$ cat src/design/cce_pkg.sv
// Coherence engine shared types
package cce_pkg;

  // Microcode store
  localparam int PC_WIDTH   = 8;
  localparam int INST_WIDTH = 32;
  localparam int OP_WIDTH   = 4;
  localparam int IMM_WIDTH  = 16;

  // Register file
  localparam int GPR_WIDTH     = 32;
  localparam int NUM_GPR       = 8;
  localparam int GPR_SEL_WIDTH = 3;

  // Request and command fields
  localparam int ADDR_WIDTH     = 27;
  localparam int LCE_ID_WIDTH   = 4;
  localparam int CMD_TYPE_WIDTH = 4;
  localparam int SEQ_WIDTH      = 8;

  // Pending table geometry
  localparam int BLOCK_OFFSET      = 6;
  localparam int PENDING_SETS      = 16;
  localparam int PENDING_IDX_WIDTH = $clog2(PENDING_SETS);

  // Command types sent to the LCE
  localparam logic [CMD_TYPE_WIDTH-1:0] CMD_GRANT = 4'd1;
  localparam logic [CMD_TYPE_WIDTH-1:0] CMD_NACK  = 4'd2;
  localparam logic [CMD_TYPE_WIDTH-1:0] CMD_ACK   = 4'd3;

  // Opcode 0 is left unassigned and decodes as a bubble
  typedef enum logic [OP_WIDTH-1:0] {
    OP_ADD   = 4'd1,
    OP_AND   = 4'd2,
    OP_BEQ   = 4'd3,
    OP_BNE   = 4'd4,
    OP_BI    = 4'd5,
    OP_POPQ  = 4'd6,
    OP_RDP   = 4'd7,
    OP_WRP   = 4'd8,
    OP_SENDC = 4'd9
  } cce_op_e;

  // ALU, queue, pending and send instructions
  typedef struct packed {
    cce_op_e                  opcode;
    logic [GPR_SEL_WIDTH-1:0] dst;
    logic [GPR_SEL_WIDTH-1:0] src_a;
    logic [GPR_SEL_WIDTH-1:0] src_b;
    logic                     use_imm;
    logic [1:0]               pad;
    logic [IMM_WIDTH-1:0]     imm;
  } cce_alu_fmt_s;

  // Branch instructions
  typedef struct packed {
    cce_op_e                  opcode;
    logic [GPR_SEL_WIDTH-1:0] src_a;
    logic [GPR_SEL_WIDTH-1:0] src_b;
    logic                     predict_taken;
    logic [PC_WIDTH-1:0]      target;
    logic [12:0]              pad;
  } cce_br_fmt_s;

  // Opcode sits in the same bits of both views
  typedef union packed {
    cce_alu_fmt_s alu;
    cce_br_fmt_s  br;
  } cce_inst_u;

  typedef struct packed {
    logic                      alu_v;
    cce_op_e                   alu_op;
    logic [GPR_SEL_WIDTH-1:0]  dst;
    logic [GPR_SEL_WIDTH-1:0]  src_a;
    logic [GPR_SEL_WIDTH-1:0]  src_b;
    logic                      use_imm;
    logic [IMM_WIDTH-1:0]      imm;
    logic                      branch;
    cce_op_e                   branch_op;
    logic                      predict_taken;
    logic [PC_WIDTH-1:0]       target;
    logic                      popq_v;
    logic                      pend_r_v;
    logic                      pend_w_v;
    logic                      pend_val;
    logic                      send_v;
    logic [CMD_TYPE_WIDTH-1:0] cmd_type;
    logic                      gpr_w_v;
  } cce_decoded_s;

  // Request type in bit 0 so a small immediate can mask it
  typedef struct packed {
    logic [ADDR_WIDTH-1:0]   addr;
    logic [LCE_ID_WIDTH-1:0] lce_id;
    logic                    req_type;
  } cce_lce_req_s;

  typedef struct packed {
    logic [CMD_TYPE_WIDTH-1:0] cmd_type;
    logic [LCE_ID_WIDTH-1:0]   lce_id;
    logic [ADDR_WIDTH-1:0]     addr;
    logic [SEQ_WIDTH-1:0]      seq;
  } cce_lce_cmd_s;

endpackage

$ cat src/design/cce_cmd_out.sv
// Outbound command header register
`timescale 1ns/1ps

module cce_cmd_out
  (input                                  clk_i
   , input                                reset_i
   , input                                send_v_i
   , input cce_pkg::cce_lce_cmd_s         cmd_i
   , input                                lce_cmd_header_ready_and_i
   , output logic                         cmd_full_o
   , output cce_pkg::cce_lce_cmd_s        lce_cmd_header_o
   , output logic                         lce_cmd_header_v_o
  );

  cce_pkg::cce_lce_cmd_s cmd_q;
  logic                  full_r;

  assign cmd_full_o         = full_r;
  assign lce_cmd_header_o   = cmd_q;
  assign lce_cmd_header_v_o = full_r;

  // Execute never sends while full, so load and drain never coincide
  always_ff @(posedge clk_i) begin
    if (reset_i) begin
      full_r <= 1'b0;
    end else if (send_v_i) begin
      full_r <= 1'b1;
    end else if (lce_cmd_header_ready_and_i) begin
      full_r <= 1'b0;
    end
  end

  always_ff @(posedge clk_i) begin
    if (send_v_i) begin
      cmd_q <= cmd_i;
    end
  end

endmodule

$ cat config.mk
export PLATFORM = sky130hd
export DESIGN_NAME = cce_cmd_out
export DESIGN_NICKNAME = d
export VERILOG_FILES = /design/src/design/cce_pkg.sv /design/src/design/cce_cmd_out.sv
export SDC_FILE = /design/constraint.sdc
export NUM_CORES = 1
export LEC_CHECK = 0
export BUFFER_PORTS_ARGS = -buffer_cell sky130_fd_sc_hd__buf_2
export CAP_MARGIN = 20
export CORE_MARGIN = 2
export CORE_UTILIZATION = 40
export CTS_CLUSTER_DIAMETER = 100
export DETAILED_ROUTE_END_ITERATION = 10
export PLACE_DENSITY = 0.78
export SETUP_SLACK_MARGIN = 0.2
export SLEW_MARGIN = 20
export SYNTH_ARGS = -nofsm -noshare
export SYNTH_HDL_FRONTEND = slang
export SYNTH_SLANG_ARGS = --single-unit
$ cat constraint.sdc
create_clock -name clk_i -period 0.85 [get_ports clk_i]
set_clock_uncertainty 0.15 [all_clocks]
set_input_delay 0.17 -clock clk_i [delete_from_list [all_inputs] [get_ports clk_i]]
set_output_delay 0.17 -clock clk_i [all_outputs]
set_load 0.1 [all_outputs]
==> metrics, run 1 <==
Reg area=0.00132 mm2; Worst Tran Pin Value=0.150 ns; Cell Rows=20; dpl cell area=roughly 0.0026 mm2; H-Tree Depth=2; CTS sink count=44; status=finished with violations; Final Cell Area=0.00262 mm2; FF-to-FF Start=cmd_full_o$_SDFFE_PP0P_; area of the multi-input gates=22.5 um2; Overflow after GRT=0; power per cell area=between 2000 and 2500 mW/mm2; Tmin final=1.32 ns; Yosys cell types=6; Max-slew headroom=about 90%; max_cap viols=0; crit end category=primary output; DRC Markers=0; IO Port Bufs=between 90 and 100; Die Wd=between 60 and 70 um; cell-internal power=3600 uW; maximum clock rate=760 MHz; Leak Pwr=0.00110 uW; critical path startpoint=lce_cmd_header_o[42]$_DFFE_PP_; post-route core utilization=83.7%; Total Routing Usage GR=19.7%; first-pass GRT wire length=4910 um; post-synth top area share=between 90% and 100%; flops & latches, synth=44; initial antenna violation count=0; endpoints failing setup=between 40 and 50; final net count=194; Sw Pwr=2150 uW; Min-Delay Startpoint=reset_i; gp weighted congestion=between 0.6 and 0.7; Max IR drop VDD=1.48 mV; Starting Density=around 43%; fillcell total=about 140; drt pass-1 iters=4; area grow syn2layout=95.8%; logic gate share of total power=36.5%; sequential-to-total area share from yosys stat=98.0%; RSZ-0062 raised after global routing=true; Hold Slack=-0.189 ns; Worst Path Required=0.53 ns; total power=5750 uW; clk_lat worst skew=0.34 ns; kind of critical path=reg2out; antenna viol nets, final=0; Post-DP HPWL=2820 um; post-route clock period utilization=155%; ant diodes=0; CP delay by family, top=flip-flops; final worst slack=-0.465 ns; CP startpoint kind=register; Synth Net Count=95; CP bufs+invs=1; Slowest-stage cell, CP=edfxtp_1; Routed WL=3440 um; Fin. Hold Viols=44; Mapped Area=0.00134 mm2; Synth area leaders=edfxtp_1 97%, dfxtp_1 1.5%, a21oi_2 0.65%; Flop pwr share=about 47%; crit-path max FO=1; IO Count=92; Synth area leader=edfxtp_1; worst-path cell chain=buf_12; Final Max Slew Viols=0; Min-Delay Path Class=in2reg; CTS tree=yes; Setup TNS=-19.95 ns; Die Y=61.8 um; root buffer cell=clkbuf_4; largest net degree at the start of global routing=25; Post-Syn Area per Cell=27.9 um2; layout cell share with drive strength beyond 1=roughly 70%; via count=845; Mapped Cells=48; sw frac=between 30% and 40%; vias in the first global route=around 900; Die Footprint=0.00382 mm2; number of vias per cell=4.40; critical path arrival=1.00 ns; core box area=between 0.003 and 0.004 mm2; WL/cell=17.9 um; post-CTS setup buffers=0; failing checks=hold timing, setup timing; clock slew at reported path FFs=0.12 ns; 1st-iter DRT viols=62; max incr delay on CP=0.45 ns; Longest Clk Path Bufs=2; Clk pwr share=16.1%; Ys Warns=0; cts bufs inserted=5
==> power by group through the flow <==
| stage | Clock (uW) | Combinational, uW | Sequential, uW |
|---|---|---|---|
| global placement | 0 | 2080 | 2760 |
| detailed placement | 0 | 2110 | 2780 |
| CTS | 961 | 2110 | 2730 |
| global route | 1060 | 2150 | 2740 |
| floorplan | 0 | 32.2 | 3890 |
| finish | 925 | 2100 | 2730 |
==> synthesized netlist by cell type, drive strengths merged <==
library cell and number:
edfxtp 43, buf 1, dfxtp 1, nand2b 1, inv 1, a21oi 1
==> metrics by stage <==
step | setup WS [ns] | hold slack [ns] | instances
floorplan | -0.374 | 0.0733 | 48
global placement | -0.0957 | 0.173 | 184
detailed placement | -0.109 | 0.177 | 184
CTS | -0.483 | -0.202 | 192
global route | -0.514 | -0.213 | 192
finish | -0.465 | -0.189 | 192
==> cells by family after synthesis <==
logic type	count (synthesis)	synth area share [%]
simple gates	1	0.468
buf+inv	2	0.842
compound gates	1	0.655
flops	44	98.0
==> final timing paths <==
kind	end	slack, ns	cells after the start
max	lce_cmd_header_o[42]	-0.47	1
min	cmd_full_o$_SDFFE_PP0P_	-0.19	2
max reg2reg	cmd_full_o$_SDFFE_PP0P_	0.08	2
min reg2reg	cmd_full_o$_SDFFE_PP0P_	0.37	2
==> flip-flops by register name (all words and copies together) (netlist names) <==
name / flops
lce_cmd_header_o: 43
cmd_full_o: 1
==> layout make-up <==
| class | instances | area share (%) |
|---|---|---|
| inverter | 1 | 0.143 |
| tap | 44 | 2.10 |
| clock buffer | 5 | 1.43 |
| sequential | 44 | 50.2 |
| clock inverter | 3 | 0.526 |
| timing repair buffer | 93 | 44.7 |
| multi-input combinational | 2 | 0.860 |
==> routing by layer <==
layer  part of all wire [%]  vias up  GRT usage, %
met3                     11        8          8.07
met2                     46       68          29.3
li1                       -      387             -
met1                     41      382          25.6
met5                      0        -             0
met4                    2.3        0          8.81
==> layout by cell type (no fill, tap or decap) <==
cell      count
a21oi_2       1
dfxtp_4       1
buf_2        46
clkinv_2      2
nand2b_4      1
clkinv_1      1
edfxtp_1     43
buf_12       47
inv_1         1
clkbuf_4      5
==> repair_timing <==
item                                    4_1_cts  5_1_grt
resized for setup                             0        1
endpoints found under the hold margin        44       44
endpoints found under the setup margin       46       46
pin swaps                                     0        0
Power figures use the tool's default switching activity.
==> run 2, diff against run 1 <==
CORE_ASPECT_RATIO = 0.9   (was not set)
==> run 2 against run 1 <==
Net effect: the run still ends with hold timing, setup timing left; setup slack improved by 0.049 ns; via count is 10% higher; worst hold slack better by 0.063 ns; utilization grew 3.5 points; clock power is 35% higher; first-iteration DRC count unchanged; maximum frequency up 3.9%; register-to-register slack worse by 0.08 ns; largest power group unchanged.
==> metrics, run 2 (synthesis results as in run 1) <==
largest net degree at the start of global routing=20; max incr delay on CP=roughly 0.45 ns; r2r endpoint=cmd_full_o$_SDFFE_PP0P_; Leak Pwr=0.00114 uW; post-route clock period utilization=149%; Tmin final=1.27 ns; Fin. Hold Viols=44; Starting Density=42.9%; core box area=about 0.0031 mm2; dpl cells=182; H-Tree Depth=2; Die Footprint=0.00382 mm2; drt pass-1 iters=4; clock slew at reported path FFs=0.08 ns; Setup TNS=-17.04 ns; Routed WL=4210 um; WL/cell=21.8 um; Slowest-stage cell, CP=edfxtp_1; final net count=197; CP startpoint kind=register; via count=between 900 and 1k; Worst Tran Pin Value=0.167 ns; WP depth=1; status=finished with violations; ant diodes=0; Overflow after GRT=0; WHS Path Cells=2; max_cap viols=0; IO Port Bufs=91; critical path arrival=roughly 0.95 ns; Cell Rows=19; CP bufs+invs=1; maximum clock rate=790 MHz; number of vias per cell=4.82; vias in the first global route=roughly 950; layout cell share with drive strength beyond 1=around 70%; IO Count=between 90 and 100; failing checks=hold timing, setup timing; DRC Markers=0; worst-path cell chain=buf_12; crit-path max FO=1; final worst slack=-0.416 ns; Final Max Slew Viols=0; Layout Cells excl Fill=about 190; commonest non-fill, non-tap cell in the layout=buf_12; area grow syn2layout=103%; FF-to-FF Start=cmd_full_o$_SDFFE_PP0P_; CTS sink count=between 40 and 50; Longest Clk Path Bufs=2; RSZ-0062 raised after global routing=true; antenna viol nets, final=0; R2R Setup Slk=0 ns; cts bufs inserted=5; Max IR drop VDD=about 1.9 mV; power per cell area=2260 mW/mm2; Min-Delay Startpoint=reset_i; crit end category=primary output; gp weighted congestion=0.631; Largest register FFs=43; Total Routing Usage GR=around a quarter; Die Wd=65.0 um; endpoints failing setup=46; length in cells of the worst reg-to-reg path=3; hold path endpoint=cmd_full_o$_SDFFE_PP0P_; Min-Delay Path Class=in2reg; commonest cells after routing, fill and taps aside=47 x buf_12, 45 x buf_2, 43 x edfxtp_1; 1st-iter DRT viols=62; CTS tree=yes; clk_lat worst skew=0.29 ns; root buffer cell=clkbuf_8; Hold Slack=-0.126 ns; initial antenna violation count=0; Max-slew headroom=between 80% and 90%; Worst Path Required=about 0.53 ns; Die Y=between 50 and 60 um; kind of critical path=reg2out; first-pass GRT wire length=slightly above 6000 um; CP delay by family, top=flip-flops
-- run 2: cell count changes in the layout (fill, tap and decap cells not counted), sizes merged --
cell,previous run,this run
buf,93,95
clkbuf,5,6
-- run 2: cell type report --
class | count | area (um2)
Multi-Input combinational cell | 2 | 22.5
Fill cell | 115 | 397
Timing Repair Buffer | 96 | 1240
Sequential cell | 44 | 1320
Tap cell | 42 | 52.6
Clock buffer | 5 | 68.8
Inverter | 1 | 3.75
Clock inverter | 3 | 13.8
-- run 2: what timing repair did --
| action | CTS | global route |
|---|---|---|
| endpoints found under the hold margin | 44 | 44 |
| resized for setup | 4 | 1 |
| endpoints found under the setup margin | 81 | 56 |
| buffers inserted | 1 | 0 |
| cloned | 1 | 1 |
-- run 2: stage by stage --
| stage | setup WS [ns] | instance area (um2) | hold slack (ns) | utilization [%] | total power [uW] |
|---|---|---|---|---|---|
| 2_1_floorplan | -0.374 | 1340 | 0.0733 | - | 3920 |
| 3_3_place_gp | -0.0971 | 2560 | 0.172 | 82.1 | 4840 |
| 3_5_place_dp | -0.119 | 2560 | 0.179 | 82.1 | 4890 |
| 4_1_cts | -0.415 | 2690 | -0.132 | 86.3 | 6120 |
| 5_1_grt | -0.437 | 2720 | -0.113 | 87.3 | 6260 |
| 6_report | -0.416 | 2720 | -0.126 | 87.3 | 6140 |
-- run 2: where the power goes --
part	total, uW	switching [uW]	internal [uW]
Combinational	2160	1410	750
Sequential	2730	153	2580
Clock	1250	692	559
Total	6140	2260	3890
-- run 2: routing by layer --
metal	part of all wire [%]	GRT usage, %	up-vias
met3	9.0	10.5	9
met4	1.8	8.21	0
met1	41	29.0	455
li1	-	-	392
met2	48	38.0	74
met5	0	0	-
-- run 2: how the worst max path moves through the flow --
stage / startpoint / slack [ns] / endpoint
after global placement: send_v_i / -0.1 / lce_cmd_header_o[37]$_DFFE_PP_
after floorplan: lce_cmd_header_o[0]$_DFFE_PP_ / -0.37 / lce_cmd_header_o[0]
after detailed placement: send_v_i / -0.12 / lce_cmd_header_o[16]$_DFFE_PP_
after global routing: lce_cmd_header_o[17]$_DFFE_PP_ / -0.44 / lce_cmd_header_o[17]
final: lce_cmd_header_o[17]$_DFFE_PP_ / -0.42 / lce_cmd_header_o[17]
after CTS: lce_cmd_header_o[11]$_DFFE_PP_ / -0.41 / lce_cmd_header_o[11]
