`src/design/cce_pkg.sv`:
```
// Coherence engine shared types
package cce_pkg;

  // Microcode store
  localparam int PC_WIDTH   = 8;
  localparam int INST_WIDTH = 32;
  localparam int OP_WIDTH   = 4;
  localparam int IMM_WIDTH  = 16;

  // Register file
  localparam int GPR_WIDTH     = 32;
  localparam int NUM_GPR       = 8;
  localparam int GPR_SEL_WIDTH = 3;

  // Request and command fields
  localparam int ADDR_WIDTH     = 27;
  localparam int LCE_ID_WIDTH   = 4;
  localparam int CMD_TYPE_WIDTH = 4;
  localparam int SEQ_WIDTH      = 8;

  // Pending table geometry
  localparam int BLOCK_OFFSET      = 6;
  localparam int PENDING_SETS      = 16;
  localparam int PENDING_IDX_WIDTH = $clog2(PENDING_SETS);

  // Command types sent to the LCE
  localparam logic [CMD_TYPE_WIDTH-1:0] CMD_GRANT = 4'd1;
  localparam logic [CMD_TYPE_WIDTH-1:0] CMD_NACK  = 4'd2;
  localparam logic [CMD_TYPE_WIDTH-1:0] CMD_ACK   = 4'd3;

  // Opcode 0 is left unassigned and decodes as a bubble
  typedef enum logic [OP_WIDTH-1:0] {
    OP_ADD   = 4'd1,
    OP_AND   = 4'd2,
    OP_BEQ   = 4'd3,
    OP_BNE   = 4'd4,
    OP_BI    = 4'd5,
    OP_POPQ  = 4'd6,
    OP_RDP   = 4'd7,
    OP_WRP   = 4'd8,
    OP_SENDC = 4'd9
  } cce_op_e;

  // ALU, queue, pending and send instructions
  typedef struct packed {
    cce_op_e                  opcode;
    logic [GPR_SEL_WIDTH-1:0] dst;
    logic [GPR_SEL_WIDTH-1:0] src_a;
    logic [GPR_SEL_WIDTH-1:0] src_b;
    logic                     use_imm;
    logic [1:0]               pad;
    logic [IMM_WIDTH-1:0]     imm;
  } cce_alu_fmt_s;

  // Branch instructions
  typedef struct packed {
    cce_op_e                  opcode;
    logic [GPR_SEL_WIDTH-1:0] src_a;
    logic [GPR_SEL_WIDTH-1:0] src_b;
    logic                     predict_taken;
    logic [PC_WIDTH-1:0]      target;
    logic [12:0]              pad;
  } cce_br_fmt_s;

  // Opcode sits in the same bits of both views
  typedef union packed {
    cce_alu_fmt_s alu;
    cce_br_fmt_s  br;
  } cce_inst_u;

  typedef struct packed {
    logic                      alu_v;
    cce_op_e                   alu_op;
    logic [GPR_SEL_WIDTH-1:0]  dst;
    logic [GPR_SEL_WIDTH-1:0]  src_a;
    logic [GPR_SEL_WIDTH-1:0]  src_b;
    logic                      use_imm;
    logic [IMM_WIDTH-1:0]      imm;
    logic                      branch;
    cce_op_e                   branch_op;
    logic                      predict_taken;
    logic [PC_WIDTH-1:0]       target;
    logic                      popq_v;
    logic                      pend_r_v;
    logic                      pend_w_v;
    logic                      pend_val;
    logic                      send_v;
    logic [CMD_TYPE_WIDTH-1:0] cmd_type;
    logic                      gpr_w_v;
  } cce_decoded_s;

  // Request type in bit 0 so a small immediate can mask it
  typedef struct packed {
    logic [ADDR_WIDTH-1:0]   addr;
    logic [LCE_ID_WIDTH-1:0] lce_id;
    logic                    req_type;
  } cce_lce_req_s;

  typedef struct packed {
    logic [CMD_TYPE_WIDTH-1:0] cmd_type;
    logic [LCE_ID_WIDTH-1:0]   lce_id;
    logic [ADDR_WIDTH-1:0]     addr;
    logic [SEQ_WIDTH-1:0]      seq;
  } cce_lce_cmd_s;

endpackage

```
`src/design/cce_pending_bits.sv`:
```
// Per-set pending bit table
`timescale 1ns/1ps

module cce_pending_bits
  (input                                  clk_i
   , input                                reset_i
   , input [cce_pkg::ADDR_WIDTH-1:0]      addr_i
   , input                                r_v_i
   , input                                w_v_i
   , input                                val_i
   , output logic                         pending_o
  );

  logic [cce_pkg::PENDING_SETS-1:0]      bits_r;
  logic [cce_pkg::PENDING_IDX_WIDTH-1:0] idx;

  // Set index from the bits just above the block offset
  assign idx = addr_i[cce_pkg::BLOCK_OFFSET +: cce_pkg::PENDING_IDX_WIDTH];

  assign pending_o = r_v_i && bits_r[idx];

  always_ff @(posedge clk_i) begin
    if (reset_i) begin
      bits_r <= '0;
    end else if (w_v_i) begin
      bits_r[idx] <= val_i;
    end
  end

endmodule

```
`config.mk`:
```
export PLATFORM = sky130hd
export DESIGN_NAME = cce_pending_bits
export DESIGN_NICKNAME = d
export VERILOG_FILES = /design/src/design/cce_pkg.sv /design/src/design/cce_pending_bits.sv
export SDC_FILE = /design/constraint.sdc
export NUM_CORES = 1
export LEC_CHECK = 0
export BUFFER_PORTS_ARGS = -buffer_cell sky130_fd_sc_hd__buf_2
export CAP_MARGIN = 20
export CELL_PAD_IN_SITES_DETAIL_PLACEMENT = 1
export CELL_PAD_IN_SITES_GLOBAL_PLACEMENT = 2
export CORE_UTILIZATION = 27
export DETAILED_ROUTE_END_ITERATION = 10
export PLACE_DENSITY_LB_ADDON = 0.25
export SYNTH_ARGS = -nofsm -noshare
export SYNTH_HDL_FRONTEND = slang
export SYNTH_SLANG_ARGS = --single-unit
```
`constraint.sdc`:
```
create_clock -name clk_i -period 3 [get_ports clk_i]
set_input_delay 0.3 -clock clk_i [delete_from_list [all_inputs] [get_ports clk_i]]
set_output_delay 0.3 -clock clk_i [all_outputs]
set_load 0.02 [all_outputs]
```
==> results of run 1 <==
[kinds of logic after synthesis]
family / Yosys count / share of synthesized area
muxes: 12 / 0.173
DFF: 16 / 0.379
buffers and inverters: 7 / 0.0414
AOI/OAI and AO/OA: 22 / 0.139
and+or+nand+nor: 47 / 0.268
[path summary, 6_finish.rpt]
check	endpoint	slack [ns]
hold / removal	bits_r[8]	0.37
setup / recovery	pending_o	1.08
hold reg to reg	bits_r[0]	0.47
setup reg to reg	bits_r[9]	2.35
[placed cells by master, fill, tap and decap left out, types with 4 or more instances in the layout]
cell	instances
nand3b_1	6
nand3_1	4
mux2i_1	9
nand2b_1	4
nor2_1	16
dfxtp_1	16
o21ai_0	9
buf_2	9
a21oi_1	10
nand2_1	13
[per-stage QoR]
stage	utilization	hold WS (ns)
2_1_floorplan	-	0.433
3_3_place_gp	0.314	0.453
3_5_place_dp	0.314	0.464
4_1_cts	0.326	0.364
5_1_grt	0.326	0.359
6_report	0.326	0.370
[area by class of cell]
type,count,area (um^2)
fillers,364,1920
well taps,31,38.8
multi-input cells,81,490
flip-flops and latches,16,320
repair buffers,9,45.0
clock buffers,4,36.3
[power by group through the flow]
stage               Clock, uW  Combinational (uW)  Sequential (uW)
finish                    144                49.2              216
global route              164                54.7              217
CTS                       152                49.9              216
detailed placement          0                49.8              221
global placement            0                48.4              221
floorplan                   0                34.6              221
[per-layer routing]
layer,share of wire,GRT usage,routed length [um],up-vias
li1,-,-,-,378
met1,0.47,0.166,972,382
met2,0.49,0.255,1010,6
met3,0.028,0.0424,58,2
met4,0.0083,0.0510,17,0
met5,0,0,0,-
==> flow_metrics.env, run 1 <==
export IMPL_fin_ws_ns=1.08
export IMPL_yosysUniqueCellTypes=20
export IMPL_synth_edf_count=0
export IMPL_diodes=0
export IMPL_ys_ff_latch=16
export IMPL_hpwl_mm=1.48
export IMPL_startpoint_type="input port"
export IMPL_synth_common_cells="dfxtp_1 (16), nor2_1 (16), nand2_1 (13)"
export IMPL_min_from="reset_i"
export IMPL_vdd_drop_max_mv=0.216
export IMPL_path_depth=6
export IMPL_clkTransAtPathRegs_ns=0.10
export IMPL_rows=19
export IMPL_max_stage_delay_ns=0.53
export IMPL_cts_max_path_buffers=2
export IMPL_placed_area_um2=895
export IMPL_drc_errors=1
export IMPL_ys_flop_type="dfxtp_1"
export IMPL_first_pass_iters=6
export IMPL_synth_top_area_frac=0.379
export IMPL_p_seq_frac=0.528
export IMPL_violations="design-rule violations"
export IMPL_drtIter0Drc=27
export IMPL_cap_viol_max_count=0
export IMPL_power_uw=409
export IMPL_design_area_um2=931
export IMPL_tritoncts="built"
export IMPL_avgSynthCellArea_um2=8.13
export IMPL_core_area_mm2=0.00285
export IMPL_grt_pass1_vias=783
export IMPL_ys_warn_count=0
export IMPL_cp_num_buf_inv=2
export IMPL_p_clk_frac=0.351
export IMPL_place_inst=137
export IMPL_intPower_uw=305
export IMPL_grt_overflow=0
export IMPL_synth_async_reset_ratio=0
export IMPL_rsz0062_at_grt="false"
export IMPL_worstReg2RegStart="bits_r[9]"
export IMPL_drtAntennaViolNets=0
export IMPL_drive_gt1_frac=0.155
export IMPL_syn2layout_area_growth_pct=10.1
export IMPL_largest_reg_flops=16
export IMPL_place_gp_congestion=0.676
export IMPL_stdcell_count=141
export IMPL_grt_total_usage=0.145
export IMPL_crit_type="input port to primary output"
export IMPL_numCtsBuffers=3
export IMPL_status="complete, but fails checks"
export IMPL_hold_path_cell_count=2
export IMPL_syn_cell_area_um2=846
export IMPL_dieArea_mm2=0.00336
export IMPL_viasPerCell=5.45
export IMPL_grt_pass1_wl_mm=3.67
export IMPL_timing_slew_headroom=0.764
export IMPL_cts_root_buf="clkbuf_4"
export IMPL_power_density_mw_per_mm2=439
export IMPL_crit_top_cell="buf_2"
export IMPL_grt_max_degree=17
export IMPL_crit_path_start="addr_i[7]"
export IMPL_tns_ns=0
export IMPL_end_kind="primary output"
export IMPL_comb_power_share=0.120
export IMPL_fp_dieH_um=58.0
export IMPL_fin_skew_ns=0
export IMPL_die_width_um=58.0
export IMPL_synth_nets=136
export IMPL_fin_crit_ns=1.92
export IMPL_worst_pin_slew_ns=0.353
export IMPL_cts_sinks=16
export IMPL_maxSlewViolCount=0
export IMPL_synth_seq_area_share=0.379
export IMPL_top_register="bits_r"
export IMPL_reg_largest_list="bits_r x16"
export IMPL_totalWireLength_mm=2.06
export IMPL_clk_latency_ns=0.28
export IMPL_port_buffers=9
export IMPL_drt_wirelength_per_cell_um=14.6
export IMPL_required_ns=2.70
export IMPL_fin_nets=143
export IMPL_ys_top_cells_by_area="dfxtp_1 (38%), mux2i_1 (11%), nor2_1 (7.1%)"
export IMPL_hold_violations=0
export IMPL_vias=768
export IMPL_setup_viol=0
export IMPL_cts_resized=0
export IMPL_period_share=0.639
export IMPL_crit_family="multiplexers"
export IMPL_antenna_found_initial=0
export IMPL_cts_setup_buffers=0
export IMPL_yosys_area_top_type="dfxtp_1"
export IMPL_hold_class="input port to flop"
export IMPL_switching_share=0.253
export IMPL_io_pins=33
export IMPL_worstPathMaxFanout=10
export IMPL_htreeDepth=1
export IMPL_ctsHoldBuffers=0
export IMPL_p_leak_uw=0.000335
export IMPL_rr_worst_depth=2
export IMPL_fmax_ghz=0.522
export IMPL_initial_core_util=0.296
export IMPL_preCtsSetupSlack_ns=1.06
export IMPL_crit_chain="buf_2 -> mux4_2 -> nand2b_1 -> o311ai_1 -> o22ai_1 -> buf_2"
export IMPL_switching_power_uw=104
export IMPL_cpMaxStageDelayCell="mux4_2"
export IMPL_syn_inst=104
export IMPL_worstPathArrival_ns=1.62
(Power assumes the default switching activity.)
==> inputs of run 2 (changes only) <==
ABC_AREA = 1   (was default)
CORE_UTILIZATION = 23   (was 27)
clock period = 2 ns   (was 3 ns; I/O delays follow)
==> run 2 against run 1 <==
  * The flow now finishes without violations
  * Combinational power rose by 43%
  * Via count up 15%
  * Hold slack got worse by 0.043 ns
  * Total power rose by 57%
  * Routed wire length up 25%
  * Highest routed layer unchanged
  * Global-route usage is 0.39 points higher
==> flow_metrics.env, run 2 <==
export IMPL_status="finished, final reports clean"
export IMPL_fin_skew_ns=0
export IMPL_synth_common_cells="nand2_1 (44), nand3_1 (17), a21oi_1 (16), dfxtp_1 (16), o21ai_0 (10)"
export IMPL_avgSynthCellArea_um2=6.34
export IMPL_end_kind="primary output"
export IMPL_core_area_mm2=0.00344
export IMPL_synth_async_reset_ratio=0
export IMPL_ys_ff_latch=16
export IMPL_ys_top_cells_by_area="dfxtp_1 (37%), nand2_1 (19%), nand3_1 (9.9%)"
export IMPL_grt_pass1_vias=942
export IMPL_clkTransAtPathRegs_ns=0.06
export IMPL_drtIter0Drc=23
export IMPL_setup_viol=0
export IMPL_diodes=0
export IMPL_antenna_found_initial=0
export IMPL_startpoint_type="input port"
export IMPL_vdd_drop_max_mv=0.193
export IMPL_tns_ns=0
export IMPL_yosys_area_top_type="dfxtp_1"
export IMPL_viasPerCell=4.71
export IMPL_dieArea_mm2=0.00397
export IMPL_io_pins=33
export IMPL_fin_ws_ns=0.479
export IMPL_drc_errors=0
export IMPL_htreeDepth=1
export IMPL_synth_most_common_cell="nand2_1"
export IMPL_synth_edf_count=0
export IMPL_reg_largest_list="bits_r x16"
export IMPL_place_inst=184
export IMPL_power_density_mw_per_mm2=661
export IMPL_cts_root_buf="clkbuf_8"
export IMPL_cts_max_path_buffers=2
export IMPL_tritoncts="built"
export IMPL_grt_max_degree=17
export IMPL_fp_dieH_um=63
export IMPL_ctsHoldBuffers=0
export IMPL_grt_pass1_wl_mm=4.56
export IMPL_drt_wirelength_per_cell_um=13.8
export IMPL_synth_seq_area_share=0.374
export IMPL_hold_violations=0
export IMPL_worstPathArrival_ns=1.32
export IMPL_vias=881
export IMPL_syn_cell_area_um2=856
export IMPL_preCtsSetupSlack_ns=0.431
export IMPL_place_gp_congestion=0.735
export IMPL_fmax_ghz=0.658
export IMPL_p_leak_uw=0.000413
export IMPL_rows=21
export IMPL_initial_core_util=0.249
export IMPL_worstPathMaxFanout=12
export IMPL_synth_top_area_frac=0.374
export IMPL_cts_sinks=16
export IMPL_syn_inst=135
export IMPL_grt_total_usage=0.149
export IMPL_syn2layout_area_growth_pct=13.5
export IMPL_stdcell_count=187
export IMPL_hpwl_mm=1.94
export IMPL_power_uw=642
export IMPL_numCtsBuffers=3
export IMPL_die_width_um=63
export IMPL_clk_latency_ns=0.25
export IMPL_fin_nets=175
export IMPL_top_register="bits_r"
export IMPL_hold_class="input port to flop"
export IMPL_ys_warn_count=0
export IMPL_timing_slew_headroom=0.710
export IMPL_period_share=0.760
export IMPL_cts_setup_buffers=0
export IMPL_maxSlewViolCount=0
export IMPL_first_pass_iters=4
export IMPL_crit_type="input port to primary output"
export IMPL_yosysUniqueCellTypes=16
export IMPL_drive_gt1_frac=0.142
export IMPL_rsz0062_at_grt="false"
export IMPL_grt_overflow=0
export IMPL_cts_resized=0
export IMPL_utilization=0.282
export IMPL_layout_common_cells="nand2_1 (44), nand3_1 (17), a21oi_1 (16), dfxtp_1 (16), o21ai_0 (10)"
export IMPL_ys_flop_type="dfxtp_1"
export IMPL_required_ns=1.80
export IMPL_cap_viol_max_count=0
export IMPL_fin_crit_ns=1.52
export IMPL_layout_commonest_cell="nand2_1"
export IMPL_worst_pin_slew_ns=0.434
export IMPL_drtAntennaViolNets=0
export IMPL_totalWireLength_mm=2.58
export IMPL_synth_nets=167
export IMPL_largest_reg_flops=16
export IMPL_port_buffers=9
==> run 2: worst paths after layout <==
| path | cells after the start | from | end | slack, ns |
|---|---|---|---|---|
| worst max-delay path | 11 | addr_i[6] | pending_o | 0.48 |
| worst min register to register | 2 | bits_r[9] | bits_r[9] | 0.48 |
| worst max register to register | 2 | bits_r[14] | bits_r[14] | 1.36 |
| worst min-delay path | 2 | reset_i | bits_r[6] | 0.33 |
==> run 2: area by class of cell <==
cell class,instances,area (um^2)
multi-input cells,100,458
fillers,449,2470
flip-flops and latches,16,320
inverters,13,48.8
clock buffers,3,41.3
well taps,46,57.6
repair buffers,9,45.0
==> run 2: where the power goes <==
group / switching [uW] / internal, uW / leakage [uW]
Combinational: 54.5 / 15.6 / 0.000263
Sequential: 1.82 / 323 / 0.000129
Clock: 113 / 134 / 0.0000216
Total: 170 / 472 / 0.000413
==> run 2: routing by layer <==
metal,GRT usage,vias to the layer above,share of wire
met5,0,-,0
met4,0.0610,0,0.016
met3,0.0237,5,0.038
met2,0.228,17,0.43
met1,0.203,404,0.51
li1,-,455,-
==> run 2: logic make-up after synthesis <==
| logic type | synth area share |
|---|---|
| DFF | 0.374 |
| and+or+nand+nor | 0.348 |
| buffers and inverters | 0.0906 |
| AOI/OAI and AO/OA | 0.187 |
==> run 2: through the flow <==
stage                     instance area [um^2]  hold WS (ns)
after global placement                     930         0.463
after CTS                                  971         0.328
final                                      971         0.326
after global routing                       971         0.344
after detailed placement                   930         0.472
after floorplan                            856         0.407
==> run 2: critical path: stages <==
cell and delay, ns:
buf_2 0.28, inv_2 0.17, nand2_1 0.09, nand2_1 0.06, nand2_1 0.06, nand2_1 0.05, nand2_1 0.05, nand2_1 0.04
nor2_1 0.12, nor2_1 0.05, buf_2 0.15
