==> src/design/cce_pkg.sv <==
// Coherence engine shared types
package cce_pkg;

  // Microcode store
  localparam int PC_WIDTH   = 8;
  localparam int INST_WIDTH = 32;
  localparam int OP_WIDTH   = 4;
  localparam int IMM_WIDTH  = 16;

  // Register file
  localparam int GPR_WIDTH     = 32;
  localparam int NUM_GPR       = 8;
  localparam int GPR_SEL_WIDTH = 3;

  // Request and command fields
  localparam int ADDR_WIDTH     = 27;
  localparam int LCE_ID_WIDTH   = 4;
  localparam int CMD_TYPE_WIDTH = 4;
  localparam int SEQ_WIDTH      = 8;

  // Pending table geometry
  localparam int BLOCK_OFFSET      = 6;
  localparam int PENDING_SETS      = 16;
  localparam int PENDING_IDX_WIDTH = $clog2(PENDING_SETS);

  // Command types sent to the LCE
  localparam logic [CMD_TYPE_WIDTH-1:0] CMD_GRANT = 4'd1;
  localparam logic [CMD_TYPE_WIDTH-1:0] CMD_NACK  = 4'd2;
  localparam logic [CMD_TYPE_WIDTH-1:0] CMD_ACK   = 4'd3;

  // Opcode 0 is left unassigned and decodes as a bubble
  typedef enum logic [OP_WIDTH-1:0] {
    OP_ADD   = 4'd1,
    OP_AND   = 4'd2,
    OP_BEQ   = 4'd3,
    OP_BNE   = 4'd4,
    OP_BI    = 4'd5,
    OP_POPQ  = 4'd6,
    OP_RDP   = 4'd7,
    OP_WRP   = 4'd8,
    OP_SENDC = 4'd9
  } cce_op_e;

  // ALU, queue, pending and send instructions
  typedef struct packed {
    cce_op_e                  opcode;
    logic [GPR_SEL_WIDTH-1:0] dst;
    logic [GPR_SEL_WIDTH-1:0] src_a;
    logic [GPR_SEL_WIDTH-1:0] src_b;
    logic                     use_imm;
    logic [1:0]               pad;
    logic [IMM_WIDTH-1:0]     imm;
  } cce_alu_fmt_s;

  // Branch instructions
  typedef struct packed {
    cce_op_e                  opcode;
    logic [GPR_SEL_WIDTH-1:0] src_a;
    logic [GPR_SEL_WIDTH-1:0] src_b;
    logic                     predict_taken;
    logic [PC_WIDTH-1:0]      target;
    logic [12:0]              pad;
  } cce_br_fmt_s;

  // Opcode sits in the same bits of both views
  typedef union packed {
    cce_alu_fmt_s alu;
    cce_br_fmt_s  br;
  } cce_inst_u;

  typedef struct packed {
    logic                      alu_v;
    cce_op_e                   alu_op;
    logic [GPR_SEL_WIDTH-1:0]  dst;
    logic [GPR_SEL_WIDTH-1:0]  src_a;
    logic [GPR_SEL_WIDTH-1:0]  src_b;
    logic                      use_imm;
    logic [IMM_WIDTH-1:0]      imm;
    logic                      branch;
    cce_op_e                   branch_op;
    logic                      predict_taken;
    logic [PC_WIDTH-1:0]       target;
    logic                      popq_v;
    logic                      pend_r_v;
    logic                      pend_w_v;
    logic                      pend_val;
    logic                      send_v;
    logic [CMD_TYPE_WIDTH-1:0] cmd_type;
    logic                      gpr_w_v;
  } cce_decoded_s;

  // Request type in bit 0 so a small immediate can mask it
  typedef struct packed {
    logic [ADDR_WIDTH-1:0]   addr;
    logic [LCE_ID_WIDTH-1:0] lce_id;
    logic                    req_type;
  } cce_lce_req_s;

  typedef struct packed {
    logic [CMD_TYPE_WIDTH-1:0] cmd_type;
    logic [LCE_ID_WIDTH-1:0]   lce_id;
    logic [ADDR_WIDTH-1:0]     addr;
    logic [SEQ_WIDTH-1:0]      seq;
  } cce_lce_cmd_s;

endpackage

==> src/design/cce_inst_decode.sv <==
// Microcode instruction decoder
`timescale 1ns/1ps

module cce_inst_decode
  (input                                  clk_i
   , input                                reset_i
   , input cce_pkg::cce_inst_u            fetch_inst_i
   , input [cce_pkg::PC_WIDTH-1:0]        fetch_pc_i
   , input                                fetch_v_i
   , input                                stall_i
   , input                                mispredict_i
   , output cce_pkg::cce_decoded_s        decoded_o
   , output logic [cce_pkg::PC_WIDTH-1:0] ex_pc_o
  );

  cce_pkg::cce_decoded_s dec;

  always_comb begin
    dec = '0;
    unique case (fetch_inst_i.alu.opcode)
      cce_pkg::OP_ADD, cce_pkg::OP_AND: begin
        dec.alu_v   = 1'b1;
        dec.alu_op  = fetch_inst_i.alu.opcode;
        dec.dst     = fetch_inst_i.alu.dst;
        dec.src_a   = fetch_inst_i.alu.src_a;
        dec.src_b   = fetch_inst_i.alu.src_b;
        dec.use_imm = fetch_inst_i.alu.use_imm;
        dec.imm     = fetch_inst_i.alu.imm;
        dec.gpr_w_v = 1'b1;
      end
      cce_pkg::OP_BEQ, cce_pkg::OP_BNE, cce_pkg::OP_BI: begin
        dec.branch        = 1'b1;
        dec.branch_op     = fetch_inst_i.br.opcode;
        dec.src_a         = fetch_inst_i.br.src_a;
        dec.src_b         = fetch_inst_i.br.src_b;
        // Predecode always redirects on BI
        dec.predict_taken = fetch_inst_i.br.predict_taken
                         || (fetch_inst_i.br.opcode == cce_pkg::OP_BI);
        dec.target        = fetch_inst_i.br.target;
      end
      cce_pkg::OP_POPQ: begin
        dec.popq_v  = 1'b1;
        dec.dst     = fetch_inst_i.alu.dst;
        dec.gpr_w_v = 1'b1;
      end
      cce_pkg::OP_RDP: begin
        dec.pend_r_v = 1'b1;
        dec.src_a    = fetch_inst_i.alu.src_a;
        dec.dst      = fetch_inst_i.alu.dst;
        dec.gpr_w_v  = 1'b1;
      end
      cce_pkg::OP_WRP: begin
        dec.pend_w_v = 1'b1;
        dec.src_a    = fetch_inst_i.alu.src_a;
        dec.pend_val = fetch_inst_i.alu.imm[0];
      end
      cce_pkg::OP_SENDC: begin
        dec.send_v   = 1'b1;
        dec.src_a    = fetch_inst_i.alu.src_a;
        dec.src_b    = fetch_inst_i.alu.src_b;
        dec.cmd_type = fetch_inst_i.alu.imm[cce_pkg::CMD_TYPE_WIDTH-1:0];
      end
      default: begin
        dec = '0;
      end
    endcase
  end

  // Hold under stall, squash on redirect or empty fetch
  always_ff @(posedge clk_i) begin
    if (reset_i || mispredict_i) begin
      decoded_o <= '0;
      ex_pc_o   <= '0;
    end else if (!stall_i) begin
      decoded_o <= fetch_v_i ? dec : '0;
      ex_pc_o   <= fetch_pc_i;
    end
  end

endmodule

==> config.mk <==
export PLATFORM = sky130hd
export DESIGN_NAME = cce_inst_decode
export DESIGN_NICKNAME = d
export VERILOG_FILES = /design/src/design/cce_pkg.sv /design/src/design/cce_inst_decode.sv
export SDC_FILE = /design/constraint.sdc
export NUM_CORES = 1
export LEC_CHECK = 0
export BUFFER_PORTS_ARGS = -buffer_cell sky130_fd_sc_hd__buf_2
export CORE_UTILIZATION = 23
export DETAILED_ROUTE_END_ITERATION = 16
export HOLD_SLACK_MARGIN = 0.05
export PLACE_DENSITY_LB_ADDON = 0.08
export REMOVE_ABC_BUFFERS = 1
export SLEW_MARGIN = 5
export SYNTH_ARGS = -nofsm -noshare
export SYNTH_HDL_FRONTEND = slang
export SYNTH_SLANG_ARGS = --single-unit
==> constraint.sdc <==
create_clock -name clk_i -period 2.3 [get_ports clk_i]
set_clock_uncertainty 0.1 [all_clocks]
set_input_delay 0.69 -clock clk_i [delete_from_list [all_inputs] [get_ports clk_i]]
set_output_delay 0.69 -clock clk_i [all_outputs]
set_load 0.02 [all_outputs]
==> results of run 1 <==
[synthesized netlist by cell type (3+ instances only)]
cell and instances:
dfxtp_1 63, a22o_1 39, a21o_1 10, nand2_1 13, clkbuf_1 8, mux2i_1 8
buf_2 4, nor2_1 13, and3_1 3, o21ai_0 5, nand2b_1 3, o21ai_1 5
[routing by layer]
layer / track usage, % / share of wire (%) / wire length, um
met5: 0 / 0 / 0
met4: 4.07 / 0.55 / 31
met3: 5.41 / 6.6 / 377
met2: 18.6 / 45 / 2580
met1: 15.2 / 47 / 2700
[how the worst min path moves through the flow]
stage / slack, ns / startpoint / to / cells past startpoint
global route: 0.37 / decoded_o[7]$_SDFFE_PP0N_ / decoded_o[7]$_SDFFE_PP0N_ / 2
global placement: 0.33 / decoded_o[7]$_SDFFE_PP0N_ / decoded_o[7]$_SDFFE_PP0N_ / 2
detailed placement: 0.33 / decoded_o[7]$_SDFFE_PP0N_ / decoded_o[7]$_SDFFE_PP0N_ / 2
floorplan: 0.42 / decoded_o[7]$_SDFFE_PP0N_ / decoded_o[7]$_SDFFE_PP0N_ / 2
finish: 0.33 / decoded_o[7]$_SDFFE_PP0N_ / decoded_o[7]$_SDFFE_PP0N_ / 2
CTS: 0.34 / decoded_o[7]$_SDFFE_PP0N_ / decoded_o[7]$_SDFFE_PP0N_ / 2
[state kept, by name, summed over array words and instances (netlist names)]
name and cells:
decoded_o 55, ex_pc_o 8
[layout make-up]
cell class | instances | area (um^2) | share of cell area [%]
inverters | 1 | 3.75 | 0.122
repair buffers | 116 | 641 | 20.8
clock buffers | 11 | 141 | 4.58
flip-flops and latches | 63 | 1260 | 40.9
multi-input cells | 118 | 843 | 27.3
well taps | 111 | 139 | 4.50
clock inverters | 5 | 57.6 | 1.86
[worst register-to-register path, stage by stage (launching register included)]
cell and delay [ns]:
dfxtp_1 0.32, a22o_1 0.21, a21o_1 0.14
[power by group through the flow]
stage | sequential [uW] | clock [uW] | combinational, uW
finish | 1100 | 964 | 140
global route | 1110 | 1060 | 156
CTS | 1100 | 1010 | 143
detailed placement | 1130 | 0 | 142
global placement | 1130 | 0 | 144
floorplan | 1140 | 0 | 42.1
[metrics by stage]
stage               area, um^2  setup WS [ns]
floorplan                 2110        -0.0402
global placement          2890         0.0108
detailed placement        2890      -0.000740
CTS                       3090          0.363
global route              3090          0.287
finish                    3090          0.368
[placed cells by master (no fill, tap or decap), types with 2 or more instances in the layout]
cell type / instances
dfxtp_1: 63
a22o_1: 39
buf_4: 6
a21oi_1: 2
buf_12: 3
clkbuf_8: 10
o21ai_0: 5
nand2_1: 13
nand3b_1: 2
nand3_1: 2
xnor2_1: 2
nor2_1: 13
buf_2: 107
mux2i_1: 8
and3_1: 3
clkinv_4: 2
nand2b_1: 3
o21ai_1: 5
clkinv_2: 2
a21o_1: 10
[kinds of logic (layout without fill, tap and decap cells)]
group           after synthesis  after routing  synth area share [%]
buf+inv                      16            133                  3.34
simple gates                 46             46                  11.4
xor+xnor                      2              2                 0.805
compound gates               62             62                  22.8
mux                           8              8                  3.68
flops                        63             63                  58.0
==> summary.md, run 1 <==
| Metric | Value |
|---|---|
| Fill cell count | `979` |
| CP max-delay cell | `or4b_1` |
| Layout area overhead | `41.9%` |
| Post-synth top area share | `around 58%` |
| CP Buf/Inv Count | `2` |
| Register area share after synthesis | `between 50% and 60%` |
| Worst vdd ir | `0.000299 V` |
| R2r setup slk | `1.43 ns` |
| WP data required | `2.48 ns` |
| Vias per cell | `4.44` |
| TritonCTS buffer count | `9` |
| Top-Level Pins | `108` |
| Row count | `35` |
| CP delay by family, top | `simple AND/OR/NAND/NOR gates` |
| Detailed Route WL | `5.69 mm` |
| Power, Total | `2210 uW` |
| CTS max path bufs | `2` |
| Worst hold slack | `0.334 ns` |
| H-tree depth | `3` |
| Layout cells sized above 1 | `43.3%` |
| Clock latency on the worst-skew pair | `0.33 ns` |
| Gate Count Post-Synth | `197` |
| Logic pwr share | `6.3%` |
| DRC viols | `0` |
| Gpl congestion | `0.658` |
| Worst reg2reg path depth | `2` |
| Sequential share of power | `50.0%` |
| Total grt overflow | `0` |
| Pins over their slew limit | `0` |
| LEAKAGE | `about 0.0016 uW` |
| Final Core Density | `33.6%` |
| Ys flop type | `dfxtp_1` |
| Reg2reg start | `decoded_o[43]$_SDFFE_PP0N_` |
| Tmin final | `approximately 1.9 ns` |
| Flops & latches, synth | `63` |
| Total Nets Final | `354` |
| Initial Utilization | `23.7%` |
| Max cap viols | `0` |
| DIE WIDTH | `~99 um` |
| Avg Synthesized Cell Area | `approximately 11 um^2` |
| CTS tree | `done` |
| Max Clock Freq | `517 MHz` |
| Critical path startpoint | `stall_i` |
| Total number of vias | `roughly 1900` |
| Switch Pwr | `517 uW` |
| Clk slew on worst S/H paths | `roughly 0.07 ns` |
| Switching part of the total | `23.4%` |
| Antenna violations before repair | `0` |
| Routed WL per cell | `13.4 um` |
| Hold Path Class | `reg -> reg` |
| Final Setup Violations | `0` |
| CTS Sinks | `63` |
| CTS Hold Bufs | `0` |
| Setup bufs post-CTS | `0` |
| Drt first-iter violations | `51` |
| Ranking of synthesized cells by area | `dfxtp_1 (58%), a22o_1 (16%), mux2i_1 (3.7%)` |
| Run status | `completed` |
| Post-CTS sizing | `0` |
| Clk root buf | `clkbuf_8` |
| R2r endpoint | `decoded_o[43]$_SDFFE_PP0N_` |
| GRT Util Overall | `12.2%` |
| Largest fanout on the critical path | `4` |
| Pwr Density | `716 nW/um^2` |
| Final instance count without filler cells | `about 430` |
| CP Cell Sequence | `buf_2, or4b_1, buf_4, nor3_2, a22o_1` |
| Core area | `9200 um^2` |
| Die height | `99.3 um` |
| Placed wire-length estimate | `4.06 mm` |
| Period utilisation layout | `84.0%` |
| Setup TNS | `0 ns` |
| WS Path Type | `in -> reg` |
| Crit path DAT | `2.11 ns` |
| Crit start category | `primary input` |
| CP max stage delay | `0.67 ns` |
| Clock power share | `between 40% and 50%` |
| Most area-hungry cell type in the Yosys netlist | `dfxtp_1` |
| Post-synth ARST share | `0%` |
| Number of synthesized flops with an enable pin | `0` |
| Synthesis Warnings | `0` |
| Distinct cells, synth | `29` |
| Worst-margin pin slew | `between 0.3 and 0.4 ns` |
| Remaining antenna violation count after routing | `0` |
| Ant. Diodes | `0` |
| RSZ-0062 raised after global routing | `false` |
| Critical Path Sink | `decoded_o[49]$_SDFFE_PP0N_` |
| Max_slew headroom | `78.6%` |
| Placed instance count | `409` |
| Final Hold Vio Count | `0` |
| Internal Dissipation | `1690 uW` |
| Die footprint | `9850 um^2` |
| Area of the mapped netlist | `2180 um^2` |
| Crit. End Element | `register` |
| Largest net degree at the start of global routing | `22` |
| Vias in the first global route | `about 1800` |
| Global-route wire length before repair | `9.18 mm` |
| WP depth | `5` |
| PortBufs | `107` |
| First drt pass iteration count | `6` |
(Power assumes the default switching activity.)
==> inputs of run 2 (changes only) <==
==> constraint.sdc (replaced) <==
create_clock -name clk_i -period 1.65 [get_ports clk_i]
set_clock_uncertainty 0.1 [all_clocks]
set_input_delay 0.495 -clock clk_i [delete_from_list [all_inputs] [get_ports clk_i]]
set_output_delay 0.495 -clock clk_i [all_outputs]
set_load 0.02 [all_outputs]
==> summary.md, run 2 (synthesis gave the netlist of run 1 again) <==
| Metric | Value |
|---|---|
| Crit path DAT | `1.79 ns (-0.32 ns)` |
| Max_slew headroom | `83.4% (+4.8 points)` |
| Gpl congestion | `0.661 (+0.44%)` |
| Max reg flops | `55 (unchanged)` |
| Die height | `99.3 um (unchanged)` |
| Max cap viols | `0 (unchanged)` |
| Total Nets Final | `370 (+4.5%)` |
| Die footprint | `9850 um^2 (unchanged)` |
| Vias per cell | `4.39 (-1.1%)` |
| Internal Dissipation | `2490 uW (+47%)` |
| Most frequent cells in the layout | `buf_2 (105), dfxtp_1 (63), a22o_1 (39)` |
| Top-Level Pins | `108 (unchanged)` |
| Clock latency on the worst-skew pair | `0.33 ns (about the same)` |
| H-tree depth | `3 (unchanged)` |
| CTS tree | `done` |
| Switching part of the total | `22.7% (-0.76 points)` |
| Worst vdd ir | `0.000422 V (+41%)` |
| Clk slew on worst S/H paths | `0.07 ns (about the same)` |
| Hold Path Class | `in -> reg` |
| Drt first-iter violations | `46 (-9.8%)` |
| CTS max path bufs | `2 (unchanged)` |
| GRT Util Overall | `11.7% (-0.44 points)` |
| Max Clock Freq | `618 MHz` |
| Largest net degree at the start of global routing | `19 (-14%)` |
| Logic pwr share | `7.2% (+0.9 points)` |
| Detailed Route WL | `5.65 mm (-0.58%)` |
| Pwr Density | `982 nW/um^2 (+37%)` |
| Placed wire-length estimate | `4.15 mm (+2.4%)` |
| Crit. End Element | `register` |
| Remaining antenna violation count after routing | `0 (unchanged)` |
| DIE WIDTH | `99.3 um (unchanged)` |
| Sequential share of power | `47.8% (-2.2 points)` |
| Vias in the first global route | `1822 (-0.055%)` |
| Tmin final | `1.62 ns` |
| Min setup slack post-route | `0.0315 ns (-0.336 ns)` |
| Initial Utilization | `23.7% (unchanged)` |
| PortBufs | `107 (unchanged)` |
| WP data required | `1.83 ns (-0.65 ns)` |
| Ant. Diodes | `0 (unchanged)` |
| Switch Pwr | `730 uW (+41%)` |
| Top flop regs | `decoded_o (55), ex_pc_o (8)` |
| Total grt overflow | `0 (unchanged)` |
| Routed WL per cell | `12.8 um (-4.2%)` |
| Reg with most FFs | `decoded_o` |
| First drt pass iteration count | `6 (unchanged)` |
| DRC viols | `0 (unchanged)` |
| Final Hold Vio Count | `0 (unchanged)` |
| CTS Sinks | `63 (unchanged)` |
| Final Setup Violations | `0 (unchanged)` |
| Row count | `35 (unchanged)` |
| Antenna violations before repair | `0 (unchanged)` |
| Layout cells sized above 1 | `46.7% (+3.4 points)` |
| Layout area overhead | `50.9%` |
| Period utilisation layout | `98.1%` |
| Worst-margin pin slew | `0.247 ns (-0.0733 ns)` |
| Global-route wire length before repair | `8.92 mm (-2.9%)` |
| Setup TNS | `0 ns (unchanged)` |
| LEAKAGE | `0.00169 uW (+6.2%)` |
| RSZ-0062 raised after global routing | `true` |
| Clk root buf | `clkbuf_8` |
| Final Instance Area | `3280 um^2 (+6.4%)` |
| Commonest non-fill, non-tap cell in the layout | `buf_2` |
| Post-Place Worst Slack | `-0.455 ns (-0.454 ns)` |
| Clock power share | `45.0% (+1.4 points)` |
| Area post-placement | `3010 um^2 (+4.2%)` |
| Crit start category | `primary input` |
| Largest fanout on the critical path | `14 (+10)` |
| WS Path Type | `in -> reg` |
| Total number of vias | `1937 (+2.6%)` |
| Core area | `9200 um^2 (unchanged)` |
| Pins over their slew limit | `0 (unchanged)` |
| Run status | `completed` |
| TritonCTS buffer count | `9 (unchanged)` |
run 2: changes by cell type in the layout (fill, tap and decap cells not counted), sizes merged:
cell,change
buf,+16
bufinv,+1
clkbuf,-1
clkinv,-2
clkinvlp,+2
run 2: routing by layer:
| layer | wire length (um) | track usage, % | part of all wire [%] |
|---|---|---|---|
| met3 | 354 | 5.69 | 6.3 |
| met5 | 0 | 0 | 0 |
| met2 | 2580 | 19.0 | 46 |
| met4 | 61 | 3.73 | 1.1 |
| met1 | 2660 | 13.7 | 47 |
run 2: metrics by stage:
| step | power [uW] | hold slack [ns] | util, % | std cells |
|---|---|---|---|---|
| 6_report | 3220 | 0.266 | 35.7 | 441 |
| 3_3_place_gp | 1800 | 0.322 | 32.7 | 422 |
| 3_5_place_dp | 1800 | 0.330 | 32.7 | 422 |
| 5_1_grt | 3370 | 0.233 | 35.7 | 441 |
| 2_1_floorplan | 1650 | 0.417 | - | 182 |
| 4_1_cts | 3290 | 0.239 | 35.1 | 438 |
run 2: critical path, cell delays in order:
cell and delay, ns:
buf_6 0.09, or4b_4 0.59, a211oi_4 0.21, buf_12 0.18
buf_12 0.11, a22o_1 0.11
run 2: final timing paths:
check	cells after the start	endpoint	startpoint	slack, ns
max	6	decoded_o[13]$_SDFFE_PP0N_	stall_i	0.03
min	2	decoded_o[31]$_SDFFE_PP0N_	fetch_inst_i[7]	0.27
max reg2reg	2	decoded_o[42]$_SDFFE_PP0N_	decoded_o[42]$_SDFFE_PP0N_	0.78
min reg2reg	2	decoded_o[7]$_SDFFE_PP0N_	decoded_o[7]$_SDFFE_PP0N_	0.34
run 2: area by class of cell:
class | instances | area [um^2]
clock inverter | 6 | 85.1
timing repair buffer | 132 | 811
tap | 111 | 139
multi-input combinational | 118 | 856
clock buffer | 10 | 128
inverter | 1 | 3.75
sequential | 63 | 1260
fill | 968 | 5910
run 2: power groups by stage:
| stage | combinational (uW) | sequential, uW | clock [uW] |
|---|---|---|---|
| final | 232 | 1540 | 1450 |
| after global routing | 253 | 1540 | 1580 |
| after CTS | 228 | 1540 | 1520 |
| after detailed placement | 226 | 1570 | 0 |
| after global placement | 228 | 1570 | 0 |
| after floorplan | 58.7 | 1590 | 0 |
run 2: repair_timing:
action                                  4_1_cts  5_1_grt
pin swaps                                     0        2
resized for setup                             1        4
buffers inserted                              0        3
hold buffers                                  0        0
endpoints found under the setup margin       20        7
